`src/logic/rob_config_pkg.sv`:
```
// widths and index types of the reorder buffer, shared by every block of the buffer and the core side
package rob_config_pkg;

	// entries in each thread partition
	localparam int ENTRY_COUNT = 16;

	typedef logic [63:0] pc_t;	// program counter
	typedef logic [4:0] arn_t;	// architected register number
	typedef logic [5:0] prn_t;	// physical register number, file of 64

	// position inside one partition, wraps from 15 to 0 on its own
	typedef logic [3:0] rob_index_t;

	// tag handed out at dispatch, upper bit set for thread 2
	typedef logic [4:0] rob_tag_t;

	// one bit per entry of a partition
	typedef logic [ENTRY_COUNT-1:0] entry_mask_t;

endpackage

```
`src/logic/rob_dispatch.sv`:
```
// tail pointers of both partitions; accepts dispatch pairs, hands out tags and raises the full flags
`timescale 1ns/1ps

module rob_dispatch (
	input  logic clock,
	input  logic reset,
	input  logic is_thread1,
	input  logic inst1_load,
	input  logic inst2_load,
	input  rob_config_pkg::rob_index_t t1_head,
	input  rob_config_pkg::rob_index_t t2_head,
	input  logic t1_tail_occupied,
	input  logic t2_tail_occupied,
	input  logic t1_squash,
	input  logic t2_squash,
	input  rob_config_pkg::rob_index_t t1_new_head,
	input  rob_config_pkg::rob_index_t t2_new_head,
	output rob_config_pkg::rob_tag_t inst1_tag,
	output rob_config_pkg::rob_tag_t inst2_tag,
	output rob_config_pkg::entry_mask_t t1_load1,
	output rob_config_pkg::entry_mask_t t1_load2,
	output rob_config_pkg::entry_mask_t t2_load1,
	output rob_config_pkg::entry_mask_t t2_load2,
	output rob_config_pkg::rob_index_t t1_tail,
	output rob_config_pkg::rob_index_t t2_tail,
	output logic t1_full,
	output logic t2_full
);

	rob_config_pkg::rob_index_t t1_tail_next;
	rob_config_pkg::rob_index_t t2_tail_next;
	rob_config_pkg::rob_index_t sel_tail;
	logic pair_valid;
	logic t1_accept;
	logic t2_accept;

	// fewer than two free slots left; head == tail is either empty or completely full
	function automatic logic partition_full(
		rob_config_pkg::rob_index_t head,
		rob_config_pkg::rob_index_t tail,
		logic tail_occupied
	);
		rob_config_pkg::rob_index_t tail_plus;
		tail_plus = tail + 1'b1;
		return (tail_plus == head) || (tail == head && tail_occupied);
	endfunction

	assign t1_tail_next = t1_tail + 1'b1;
	assign t2_tail_next = t2_tail + 1'b1;

	assign t1_full = partition_full(t1_head, t1_tail, t1_tail_occupied);
	assign t2_full = partition_full(t2_head, t2_tail, t2_tail_occupied);

	// only whole pairs go in, and never into a thread being squashed
	assign pair_valid = inst1_load && inst2_load;
	assign t1_accept = pair_valid && is_thread1 && !t1_full && !t1_squash;
	assign t2_accept = pair_valid && !is_thread1 && !t2_full && !t2_squash;

	assign sel_tail = is_thread1 ? t1_tail : t2_tail;
	assign inst1_tag = {!is_thread1, sel_tail};
	assign inst2_tag = {!is_thread1, is_thread1 ? t1_tail_next : t2_tail_next};

	assign t1_load1 = t1_accept ? rob_config_pkg::entry_mask_t'(1) << t1_tail : '0;
	assign t1_load2 = t1_accept ? rob_config_pkg::entry_mask_t'(1) << t1_tail_next : '0;
	assign t2_load1 = t2_accept ? rob_config_pkg::entry_mask_t'(1) << t2_tail : '0;
	assign t2_load2 = t2_accept ? rob_config_pkg::entry_mask_t'(1) << t2_tail_next : '0;

	always_ff @(posedge clock)
	begin
		if (reset)
		begin
			t1_tail <= '0;
			t2_tail <= '0;
		end
		else
		begin
			if (t1_squash)
				t1_tail <= t1_new_head;	// partition is empty again
			else if (t1_accept)
				t1_tail <= t1_tail + 2'd2;
			if (t2_squash)
				t2_tail <= t2_new_head;
			else if (t2_accept)
				t2_tail <= t2_tail + 2'd2;
		end
	end

endmodule

```
`config.mk`:
```
export PLATFORM = sky130hd
export DESIGN_NAME = rob_dispatch
export DESIGN_NICKNAME = d
export VERILOG_FILES = /design/src/logic/rob_config_pkg.sv /design/src/logic/rob_dispatch.sv
export SDC_FILE = /design/constraint.sdc
export NUM_CORES = 1
export LEC_CHECK = 0
export BUFFER_PORTS_ARGS = -buffer_cell sky130_fd_sc_hd__clkbuf_2
export CORE_MARGIN = 2
export CORE_UTILIZATION = 45
export CTS_CLUSTER_DIAMETER = 50
export DETAILED_ROUTE_END_ITERATION = 12
export GPL_ROUTABILITY_DRIVEN = 0
export PLACE_DENSITY_LB_ADDON = 0.12
export SYNTH_ARGS = -nofsm -noshare
export SYNTH_HDL_FRONTEND = slang
export SYNTH_SLANG_ARGS = --single-unit
```
`constraint.sdc`:
```
create_clock -name clock -period 4.81 [get_ports clock]
set_input_delay 1.2025 -clock clock [delete_from_list [all_inputs] [get_ports clock]]
set_output_delay 1.2025 -clock clock [all_outputs]
set_load 0.05 [all_outputs]
```
* Word level (Yosys, flattened, before mapping)
Cells that the tools add are included.
Storage, ports and cells: register bits after elaboration 8, input port bits 25, output and inout port bits 84, word-level logic and storage cells 42
Operators by class: add/subtract/negate cells 4, equality and inequality tests 4, shifts and indexed selects 4, mux-type cells 10, reduce and logical (&&, ||, !) cells 18
Operator list (number):
- $mux W16 | 4
- $shl A1 B4 Y16 const A | 4
- $mux W4 | 6
- $eq A4 B4 Y1 | 4
- $logic_and A1 B1 Y1 | 9
- $add A4 B1 Y4 const B | 2
- $add A4 B2 Y4 const B | 2
- $logic_not A1 Y1 | 5
- $reduce_bool A2 Y1 | 2
- $logic_or A1 B1 Y1 | 2

* Depth between registers and ports, before layout
depth after elaboration 8, depth in mapped cells 11, gate-level depth less buffers 8

* Worst setup path after synthesis
No wires, ideal clock.
kind reg2out, from reg t1_tail[0], to out t1_load2[10], data arrival time 3687 ps, required time 3608 ps, slack -79 ps, stages on the path, launching flop included 12, path buffers 3, path through dfxtp_1 -> ha_1 -> ha_1 -> buf_2 -> xnor2_1 -> or3_1 -> o22a_2 -> inv_2 -> or3_1 -> buf_6 -> buf_6 -> nor3_1
On the way: longest elaborated chain between the ends 7, elaborated cells on any way between the ends 10, those cells by class add/sub (1); eq/ne (2); shift (1); mux (1); reduce/logical (5)
Ends and longest elaborated chain:
- start: declaration | RTL line rob_dispatch.sv:24 | output rob_config_pkg::rob_index_t t1_tail,
- start signal: assignment | RTL line rob_dispatch.sv:78 | t1_tail <= t1_new_head;
- start signal: assignment | RTL line rob_dispatch.sv:80 | t1_tail <= t1_tail + 2'd2;
- $add A4 B1 Y4 / $eq A4 B4 Y1 (equally long branches) | RTL line rob_dispatch.sv:44, rob_dispatch.sv:45
- $eq A4 B4 Y1 / $logic_and A1 B1 Y1 (equally long branches) | RTL line rob_dispatch.sv:45 | return (tail_plus == head) || (tail == head && tail_occupied);
- $logic_or A1 B1 Y1 * | RTL line rob_dispatch.sv:45
- named net t1_full | RTL line rob_dispatch.sv:26 | output logic t1_full,
- $logic_not A1 Y1 * | RTL line rob_dispatch.sv:56 | assign t1_accept = pair_valid && is_thread1 && !t1_full && !t1_squash;
- $logic_and A1 B1 Y1 * (2 in series) | RTL line rob_dispatch.sv:56
- $mux W16 * | RTL line rob_dispatch.sv:64 | assign t1_load2 = t1_accept ? rob_config_pkg::entry_mask_t'(1) << t1_tail_next : '0;
- end: declaration | RTL line rob_dispatch.sv:21 | output rob_config_pkg::entry_mask_t t1_load2,
The timed path passes the listed nets; every way through them passes the cells marked *.

* Worst setup path after layout
from reg t1_tail[1], to out t1_load1[1]
On the way: longest elaborated chain between the ends 7, elaborated cells on any way between the ends 10, those cells by class add/sub (1); eq/ne (2); shift (1); mux (1); reduce/logical (5)
Ends and longest elaborated chain:
- $add A4 B1 Y4 / $eq A4 B4 Y1 (equally long branches) | RTL line rob_dispatch.sv:44, rob_dispatch.sv:45
- $eq A4 B4 Y1 / $logic_and A1 B1 Y1 (equally long branches) | RTL line rob_dispatch.sv:45
- $logic_or A1 B1 Y1 | RTL line rob_dispatch.sv:45
- $logic_not A1 Y1 | RTL line rob_dispatch.sv:56
- $logic_and A1 B1 Y1 (2 in series) | RTL line rob_dispatch.sv:56
- $mux W16 * | RTL line rob_dispatch.sv:63 | assign t1_load1 = t1_accept ? rob_config_pkg::entry_mask_t'(1) << t1_tail : '0;
- end: declaration | RTL line rob_dispatch.sv:20 | output rob_config_pkg::entry_mask_t t1_load1,
Mark *: on every way between the ends. The rest lies on a longest branch, timed or not.

==> metrics.csv <==
metric,value,unit
status,completed,
"Power, Total",0.317,mW
post-synthesis cell count,209,
final wirelength,4320,um
Max Cap Viol,0,
port bufs,108,
CTS tree,built,
H-Tree Depth,1,
first-pass detailed-route iteration total,5,
Tcrit/Tclk final,92.1,%
dominant cell type by area after synthesis,ha_1,
fmax,226,MHz
ys flop type,dfxtp_1,
max-slew violations,0,
HP Class,reg -> reg,
most frequent cells in the layout,"clkbuf_2 (108), and3_1 (33), nor3_1 (19)",
# diodes,0,
Total Routing Usage GR,21.1,%
PwrDens,152,nW/um2
I/O pin count,109,
latest clock arrival within the worst-skew pair,0.25,ns
via count,1771,
Yosys Warn Count,0,
CTS resizes,0,
FILL cells,332,
residual DRC count,0,
clock root cell,clkbuf_4,
clk sink count,8,
final instance area,2080,um2
First DRT Iteration DRCs,131,
die area,3830,um2
multi-input logic area,1220,um2
synth unique cells,37,
"Cell Area, Placed",2060,um2
Slew headroom,35.4,%
synth top area cells,"ha_1 (14%), and3_1 (14%), dfxtp_1 (11%), nor3_1 (6.3%), xnor2_1 (4.6%)",
initial antenna violation count,0,
Pleak,1.24,nW
CP endpoint kind,output port,
Starting Density,45.9,%
total congestion overflow,0,
die height,61.9,um
Fin Hold WS,0.620,ns
vias per cell,4.96,
die width,61.9,um
layout cell share with drive strength beyond 1,39.5,%
"Avg Cell Area, Syn",7.22,um2
sequential area share after synthesis,10.6,%
Placeable Area,3280,um2
vias in the first global route,1362,
CTS max path bufs,2,
Seq. cell area,160,um2
NumNets Final,355,
ys async rst share,0,%
Hold Fails Final Rpt,0,
endpoints failing setup,0,
row count,21,
slew of the pin with the lowest slew margin,0.962,ns
post-CTS setup buffer count,0,
"FF+latch count, synth",8,
Syn Nets,251,
post-synth top area share,14.1,%
startpoint types,register,
cts hold-fix bufs,0,
Critical Path AT,3.23,ns
CP required,3.61,ns
kind of critical path,reg -> out,
largest net degree at the start of global routing,19,
Post-synth EDFFs,0,
RSZ-0062 raised after global routing,false,
Post-Syn Area,1510,um2
HPWL Detailed,3460,um
Peak VDD IR,0.000157,V
post-route minimum period,4.43,ns
area grow syn2layout,38.1,%
crit path max fanout,14,
clock slew at reported path FFs,0.06,ns
"most common cell after layout, fill and taps aside",clkbuf_2,
per-cell routed wire length,12.1,um
number of CTS-inserted buffers,3,
clock skew,0.000154,ns
post-route ant nets,0,
first-pass GRT wire length,6220,um
## worst max-delay path: stages, from the launching register on
cell,delay (ns)
dfxtp_1,0.53
ha_1,0.25
ha_1,0.34
xnor2_1,0.19
or3_1,0.12
o22a_2,0.16
inv_2,0.06
nor3_1,0.77
and3_1,0.28
clkbuf_2,0.28
## cells in the mapped netlist, drive strengths merged, types with 2 or more instances
master  count
ha         17
a31oi       2
nand3       3
nand2      15
nor2b       2
and2        4
nor3       20
dfxtp       8
buf         7
o21ai       7
inv        15
mux2        2
a311oi      2
a21oi       3
clkbuf      6
xnor2       9
and3b       5
nand2b      4
nor2       13
o31a        2
a221oi      2
or3         4
nand4       3
and3       33
xor2        8
o22a        2
mux2i       4
nor3b       5
## state kept, by name (all words and copies together), names as in the netlist
signal / cells
t2_tail: 4
t1_tail: 4
## cell families after synthesis
logic type / count (synthesis) / share of synthesized area, %
and+or+nand+nor: 112 / 41.9
buffers and inverters: 28 / 8.79
AOI/OAI and AO/OA: 21 / 9.37
xor gates and xnor gates: 17 / 11.1
adders and majority gates: 17 / 14.1
DFF: 8 / 10.6
muxes: 6 / 4.15
## path summary, 6_finish.rpt
check | start | to | slack (ns) | cells past startpoint
hold reg to reg | t2_tail[1] | t2_tail[1] | 0.62 | 2
hold / removal | t2_tail[1] | t2_tail[1] | 0.62 | 2
setup reg to reg | t2_tail[0] | t2_tail[3] | 2.24 | 8
setup / recovery | t1_tail[1] | t1_load1[1] | 0.38 | 9
## where the power goes
part / leakage (nW) / total [mW] / switching [mW] / internal (mW)
Clock: 0.0138 / 0.0527 / 0.0241 / 0.0286
Combinational: 1.16 / 0.183 / 0.127 / 0.0562
Sequential: 0.0665 / 0.0808 / 0.00965 / 0.0711
Total: 1.24 / 0.317 / 0.161 / 0.156
## final cells by class
| type | count | share of cell area [%] |
|---|---|---|
| sequential | 8 | 7.69 |
| timing repair buffer | 112 | 27.4 |
| multi-input combinational | 173 | 58.4 |
| inverter | 15 | 2.70 |
| tap | 46 | 2.76 |
| clock buffer | 3 | 1.08 |
## per-stage QoR
step	TNS [ns]	setup WS [ns]	utilization, %	std cells
2_1_floorplan	-0.844	-0.0793	-	209
3_3_place_gp	0	0.524	62.7	354
3_5_place_dp	0	0.496	62.7	354
4_1_cts	0	0.455	63.4	357
5_1_grt	0	0.0581	63.4	357
6_report	0	0.382	63.4	357
## per-layer routing
| layer | routed length [um] | vias to the layer above | track usage [%] | part of all wire [%] |
|---|---|---|---|---|
| met5 | 0 | - | 0 | 0 |
| met4 | 19 | 0 | 5.17 | 0.44 |
| met3 | 232 | 2 | 1.86 | 5.4 |
| met2 | 1960 | 63 | 34.7 | 45 |
| met1 | 2100 | 770 | 29.9 | 49 |
| li1 | - | 936 | - | - |
Power figures use the tool's default switching activity.
