--- src/logic/rob_config_pkg.sv ---
// widths and index types of the reorder buffer, shared by every block of the buffer and the core side
package rob_config_pkg;

	// entries in each thread partition
	localparam int ENTRY_COUNT = 16;

	typedef logic [63:0] pc_t;	// program counter
	typedef logic [4:0] arn_t;	// architected register number
	typedef logic [5:0] prn_t;	// physical register number, file of 64

	// position inside one partition, wraps from 15 to 0 on its own
	typedef logic [3:0] rob_index_t;

	// tag handed out at dispatch, upper bit set for thread 2
	typedef logic [4:0] rob_tag_t;

	// one bit per entry of a partition
	typedef logic [ENTRY_COUNT-1:0] entry_mask_t;

endpackage

--- src/logic/rob_entry_pkg.sv ---
// packed records that travel between dispatch, completion, entry storage and commit
package rob_entry_pkg;

	// one instruction as it arrives from dispatch
	typedef struct packed {
		rob_config_pkg::pc_t pc;
		rob_config_pkg::arn_t arn_dest;
		rob_config_pkg::prn_t prn_dest;
		logic is_branch;
	} dispatch_slot_t;

	// report from one functional unit port
	typedef struct packed {
		logic valid;
		rob_config_pkg::rob_tag_t tag;
		logic mispredict;
		rob_config_pkg::pc_t target;
	} completion_t;

	// what a completion writes into one entry
	typedef struct packed {
		logic mispredict;
		rob_config_pkg::pc_t target;
	} result_t;

	// stored state of one buffer entry
	typedef struct packed {
		dispatch_slot_t inst;
		logic occupied;
		logic executed;
		logic mispredict;
		rob_config_pkg::pc_t target;
	} rob_entry_t;

	// one retiring instruction as seen by the commit side
	typedef struct packed {
		logic valid;
		logic is_thread1;
		rob_config_pkg::pc_t pc;
		rob_config_pkg::pc_t target;
		logic is_branch;
		logic mispredict;
		rob_config_pkg::arn_t arn_dest;
		rob_config_pkg::prn_t prn_dest;
	} commit_slot_t;

endpackage

--- src/logic/rob_commit.sv ---
// head pointers and in-order retirement of up to two entries per cycle, thread 1 first
`timescale 1ns/1ps

module rob_commit (
	input  logic clock,
	input  logic reset,
	input  rob_entry_pkg::rob_entry_t t1_head_entry,
	input  rob_entry_pkg::rob_entry_t t1_next_entry,
	input  rob_entry_pkg::rob_entry_t t2_head_entry,
	input  rob_entry_pkg::rob_entry_t t2_next_entry,
	output rob_entry_pkg::commit_slot_t commit1,
	output rob_entry_pkg::commit_slot_t commit2,
	output rob_config_pkg::rob_index_t t1_head,
	output rob_config_pkg::rob_index_t t2_head,
	output rob_config_pkg::entry_mask_t t1_free,
	output rob_config_pkg::entry_mask_t t2_free,
	output logic t1_squash,
	output logic t2_squash,
	output rob_config_pkg::rob_index_t t1_new_head,
	output rob_config_pkg::rob_index_t t2_new_head
);

	rob_entry_pkg::rob_entry_t c1_entry;
	rob_entry_pkg::rob_entry_t c2_entry;
	rob_config_pkg::rob_index_t t1_head_next;
	rob_config_pkg::rob_index_t t2_head_next;
	logic c1_thread1;
	logic c2_thread1;
	logic [1:0] t1_count;	// entries retired from each thread this cycle
	logic [1:0] t2_count;
	logic [2:0] total;

	function automatic logic ready(rob_entry_pkg::rob_entry_t entry);
		return entry.occupied && entry.executed;
	endfunction

	function automatic logic redirects(rob_entry_pkg::rob_entry_t entry);
		return entry.inst.is_branch && entry.mispredict;
	endfunction

	function automatic rob_entry_pkg::commit_slot_t make_slot(
		logic valid,
		logic is_thread1,
		rob_entry_pkg::rob_entry_t entry
	);
		rob_entry_pkg::commit_slot_t slot;
		slot = '0;
		if (valid)
		begin
			slot.valid = 1'b1;
			slot.is_thread1 = is_thread1;
			slot.pc = entry.inst.pc;
			slot.target = entry.target;
			slot.is_branch = entry.inst.is_branch;
			slot.mispredict = entry.mispredict;
			slot.arn_dest = entry.inst.arn_dest;
			slot.prn_dest = entry.inst.prn_dest;
		end
		return slot;
	endfunction

	function automatic logic squashes(rob_entry_pkg::commit_slot_t slot, logic thread1);
		return slot.valid && slot.is_thread1 == thread1 && slot.is_branch && slot.mispredict;
	endfunction

	always_comb
	begin
		t1_count = 2'd0;
		t2_count = 2'd0;
		c1_entry = t1_head_entry;
		c1_thread1 = 1'b1;
		c2_entry = t2_head_entry;
		c2_thread1 = 1'b0;
		if (ready(t1_head_entry))
		begin
			t1_count = 2'd1;
			// a redirecting branch ends its thread's group
			if (ready(t1_next_entry) && !redirects(t1_head_entry))
			begin
				c2_entry = t1_next_entry;
				c2_thread1 = 1'b1;
				t1_count = 2'd2;
			end
			else if (ready(t2_head_entry))
				t2_count = 2'd1;
		end
		else if (ready(t2_head_entry))
		begin
			c1_entry = t2_head_entry;
			c1_thread1 = 1'b0;
			t2_count = 2'd1;
			if (ready(t2_next_entry) && !redirects(t2_head_entry))
			begin
				c2_entry = t2_next_entry;
				t2_count = 2'd2;
			end
		end
	end

	assign total = t1_count + t2_count;
	assign commit1 = make_slot(total != 3'd0, c1_thread1, c1_entry);
	assign commit2 = make_slot(total == 3'd2, c2_thread1, c2_entry);

	assign t1_head_next = t1_head + 1'b1;
	assign t2_head_next = t2_head + 1'b1;

	assign t1_free = (t1_count != 2'd0 ? rob_config_pkg::entry_mask_t'(1) << t1_head : '0)
		| (t1_count == 2'd2 ? rob_config_pkg::entry_mask_t'(1) << t1_head_next : '0);
	assign t2_free = (t2_count != 2'd0 ? rob_config_pkg::entry_mask_t'(1) << t2_head : '0)
		| (t2_count == 2'd2 ? rob_config_pkg::entry_mask_t'(1) << t2_head_next : '0);

	assign t1_squash = squashes(commit1, 1'b1) || squashes(commit2, 1'b1);
	assign t2_squash = squashes(commit1, 1'b0) || squashes(commit2, 1'b0);

	// head after this cycle's retirement, also where the tail lands on a squash
	assign t1_new_head = t1_head + t1_count;
	assign t2_new_head = t2_head + t2_count;

	always_ff @(posedge clock)
	begin
		if (reset)
		begin
			t1_head <= '0;
			t2_head <= '0;
		end
		else
		begin
			t1_head <= t1_new_head;
			t2_head <= t2_new_head;
		end
	end

endmodule

--- config.mk ---
export PLATFORM = sky130hd
export DESIGN_NAME = rob_commit
export DESIGN_NICKNAME = d
export VERILOG_FILES = /design/src/logic/rob_config_pkg.sv /design/src/logic/rob_entry_pkg.sv /design/src/logic/rob_commit.sv
export SDC_FILE = /design/constraint.sdc
export NUM_CORES = 1
export LEC_CHECK = 0
export ABC_AREA = 1
export BUFFER_PORTS_ARGS = -buffer_cell sky130_fd_sc_hd__buf_2
export CORE_AREA = 2 2 355 357
export DETAILED_ROUTE_END_ITERATION = 12
export DIE_AREA = 0 0 357 359
export SETUP_SLACK_MARGIN = 0.15
export SLEW_MARGIN = 20
export SYNTH_ARGS = -nofsm -noshare
export SYNTH_HDL_FRONTEND = slang
export SYNTH_SLANG_ARGS = --single-unit
--- constraint.sdc ---
create_clock -name clock -period 4.3 [get_ports clock]
set_clock_uncertainty 0.2 [all_clocks]
set_input_delay 0.645 -clock clock [delete_from_list [all_inputs] [get_ports clock]]
set_output_delay 0.645 -clock clock [all_outputs]
set_load 0.02 [all_outputs]
== After elaboration in Yosys (flattened, before gate mapping) ==
Cells that the tools add are included.
Storage, ports and cells
  register bits: 8
  output and inout port bits: 336
  bits of input ports: 574
Cells by class
  $add $sub $neg: 5
  reduce and logical (&&, ||, !) cells: 27
  bitwise operators: 4
  equal/unequal tests: 3
  mux-type cells: 23
  shifts and indexed selects: 4
Operators by type and width (count)
  2-to-1 mux 143 bit: 8
  2-to-1 mux 16 bit: 4
  << shifter 1 x 4 -> 16 bit, first input constant: 4
  bitwise OR 16 bit: 2
  logical AND 1 bit: 20
  2-to-1 mux 2 bit: 5
  adder 4 x 1 -> 4 bit, second input constant: 2
  adder 4 x 2 -> 4 bit: 2
  2-to-1 mux 1 bit: 6
  equality test 2 bit, second input constant: 2
  nonzero test 2 bit: 2
  adder 2 x 2 -> 3 bit: 1
  equality test 3 x 2 -> 1 bit, second input constant: 1
  nonzero test 3 bit: 1
  zero test 1 bit: 2
  logical OR 1 bit: 2
  inverter 1 bit: 2

== Longest topological paths before layout ==
  depth in word-level cells: 14
  gate-level depth with buffers: 16

== Least setup slack after synthesis ==
No wires, ideal clock.
  path kind: input -> output
  start point: input t1_head_entry[66] (netlist name)
  end point: output commit2[31] (netlist name)
  path buffers: 3
  required time: 3.455 ns
  stages: 14
  slack: 0.167 ns
  data arrival time: 3.288 ns
  cell sequence: nand2_2 inv_2 nand2_2 buf_4 inv_1 nor2_1 ha_1 inv_1 fa_1 nor2_4 inv_2 buf_2 buf_2 nor3_1
RTL lines
  from (decl): RTL line rob_commit.sv:7  | input rob_entry_pkg::rob_entry_t t1_head_entry,
  to (decl): RTL line rob_commit.sv:12  | output rob_entry_pkg::commit_slot_t commit2,

==> impl_metrics.json <==
{
  "place_area_um2": 14830,
  "core_region_area_um2": 124600,
  "syn_avg_cell_area_um2": 5.403,
  "setup_violations": 0,
  "synth_top_family_by_area": "simple AND/OR/NAND/NOR gates",
  "cp.arrival_ps": 3190,
  "portBuffers": 909,
  "cts-htree-levels": 1,
  "rsz0062_at_grt": "no",
  "die_x_um": 357,
  "drc": 0,
  "path_max_fanout": 146,
  "cpMaxStageDelayCell": "o22ai_1",
  "antenna_found_initial": 112,
  "netlist_area_um2": 7991,
  "met1_usage_pct": 22.78,
  "routabilityCongestion": 1.036,
  "setup_slack_ps": 265.0,
  "fin_cells": 4027,
  "leakage_uw": 0.007589,
  "die_area_um2": 128200,
  "worst_path_most_repeated_cell": "buf_4",
  "synth_top_cell_by_area": "nand2_1",
  "synth_seq_cells": 8,
  "synth-async-reset-ratio_pct": 0,
  "wire_per_inst_um": 27.97,
  "critPathCaptureType": "output port",
  "path_cells": "buf_4, nand2_4, inv_2, nor2_1, buf_4, nand2_8, buf_4, buf_12, o22ai_1, nor3_4, buf_12",
  "synth-simple-area-share_pct": 47.72,
  "yosys_warnings": 0,
  "tightest_slew_ps": 1036,
  "muxShareOfSynthArea_pct": 0,
  "grt_pass1_wl_um": 141900,
  "cts_hold_buf": 0,
  "totalWireLength_um": 112600,
  "floorplan.initialDensity_pct": 6.414,
  "core.rowCount": 130,
  "grtUsageMet3_pct": 4.751,
  "clock_path_buffers": 2,
  "drive_gt1_share_pct": 52.74,
  "cts_buffers": 3,
  "final_cell_area_um2": 15340,
  "first_global_vias": 14413,
  "initialDrtViolationCount": 1761,
  "fin_util_pct": 12.31,
  "cts_tree": "yes",
  "ir_worst_vdd_mv": 0.07706,
  "syn-num-nets": 2065,
  "cp-start-kind": "input pin",
  "ant_nets": 0,
  "track_usage_pct": 16.57,
  "syn2layout_area_growth_pct": 91.98,
  "hold_viol_final": 0,
  "max_slew_margin_pct": 30.94,
  "dp_cells": 3977,
  "cp.required_ps": 3450,
  "final_cell_mix": "buf_2, nand2_1, nor2_1, o22ai_1, o21ai_0",
  "ys.flop_type": "dfxtp_1",
  "fin_nets": 2924,
  "synth.top_cells.by_area": "nand2_1, nor2_1, o22ai_1",
  "dieHeight_um": 359,
  "first_pass_iters": 7,
  "vias": 15605,
  "grt-ovfl-total": 0,
  "pin_count": 910,
  "grt_max_degree": 147,
  "maxCapViolCount": 0,
  "hpwl_um": 96050,
  "ys_seq_area_share_pct": 2.004,
  "synth_xor_xnor_area_share_pct": 0.6263,
  "clock_latency_ps": 240,
  "clock-sinks": 8,
  "preCtsSetupSlack_ps": -324.3,
  "slew_violations": 0,
  "top_usage_layer": "met2",
  "synth-edff-count": 0,
  "cts.reportedPaths.clkPinSlew_ps": 40,
  "status": "completed",
  "worstHoldPathType": "register to register",
  "timing.fmax_ghz": 0.2478,
  "syn-instance-count": 1479,
  "cts_root_buf": "clkbuf_16",
  "pwr_density_cell_nw_per_um2": 155.4,
  "met2_usage_pct": 24.82,
  "fin_crit_ps": 4035,
  "synth_top_area_share_pct": 15.69,
  "mostFrequentLayoutCell": "buf_2",
  "holdWs_ps": 439.0,
  "slowest_delay_ps": 570,
  "synthDistinctLibCells": 34,
  "viasPerCell": 3.875,
  "synth_compound_area_share_pct": 35.40,
  "critPathKind": "input pin to output port",
  "synthAdderAreaFrac_pct": 2.161,
  "fin_crit_sh_pct": 93.84
}
[cells by family (layout without fill, tap and decap cells)]
family	after synthesis	in the layout
and+or+nand+nor	810	810
xor gates and xnor gates	4	4
AOI/OAI and AO/OA	456	456
other	0	41
buffers and inverters	189	1046
DFF	8	8
adders and majority gates	12	12
[critical path, delay by kind of cell]
kind | cells | cell delay (ps)
AO/OA/AOI/OAI | 1 | 570
buffers and inverters | 6 | 1140
AND/OR/NAND/NOR | 4 | 530
[path summary, 6_finish.rpt]
check / start / to / slack [ps] / cells after the start
setup / recovery: t1_head_entry[64] / commit2[81] / 270 / 11
hold / removal: t1_head[2] / t1_head[2] / 440 / 2
setup reg to reg: t2_head[0] / t2_head[2] / 2500 / 5
hold reg to reg: t1_head[2] / t1_head[2] / 440 / 2
[cell type report]
type	count	area, um^2
fill	14812	109300
clock buffer	3	75.07
tap	1650	2064
timing repair buffer	992	5638
antenna	41	102.6
sequential	8	160.2
timing repair inverter	1	8.758
inverter	50	219.0
multi-input combinational	1282	7074
[synth_stat cells (all sizes together), types with 4 or more instances]
cell,number
o21ai,148
nand3,13
clkbuf,38
o22ai,163
nor2,310
nand2,338
buf,101
dfxtp,8
a21oi,143
nor3,139
xor2,4
or2,5
ha,9
inv,50
[metrics by stage]
step	setup TNS (ps)	total power (uW)
finish	0	2385
detailed placement	-2709	2152
floorplan	0	1013
CTS	0	2397
global placement	-12460	2149
global route	0	2540
[timing repair]
| action | in CTS | in global routing |
|---|---|---|
| cloned | 3 | 0 |
| pin swaps | 7 | 5 |
| setup buffers | 3 | 0 |
| endpoints found under the setup margin | 165 | 228 |
| resized for setup | 50 | 20 |
[where the power goes]
| part | internal, uW | leakage [uW] | switching (uW) | total [uW] |
|---|---|---|---|---|
| combinational | 708 | 0.00749 | 1420 | 2130 |
| clock | 121 | 0.0000372 | 51.2 | 173 |
| sequential | 77.5 | 0.0000650 | 6.14 | 83.6 |
[state kept, by name (all words and copies together), names as in the netlist]
| register | count |
|---|---|
| t2_head | 4 |
| t1_head | 4 |
[layer usage]
metal  up-vias  wire length [um]
li1       6827                 -
met1      7417             50580
met2      1096             47200
met3       241             10720
met4        24              3971
met5         -               154
No activity file was read; power rests on OpenSTA's default activity.
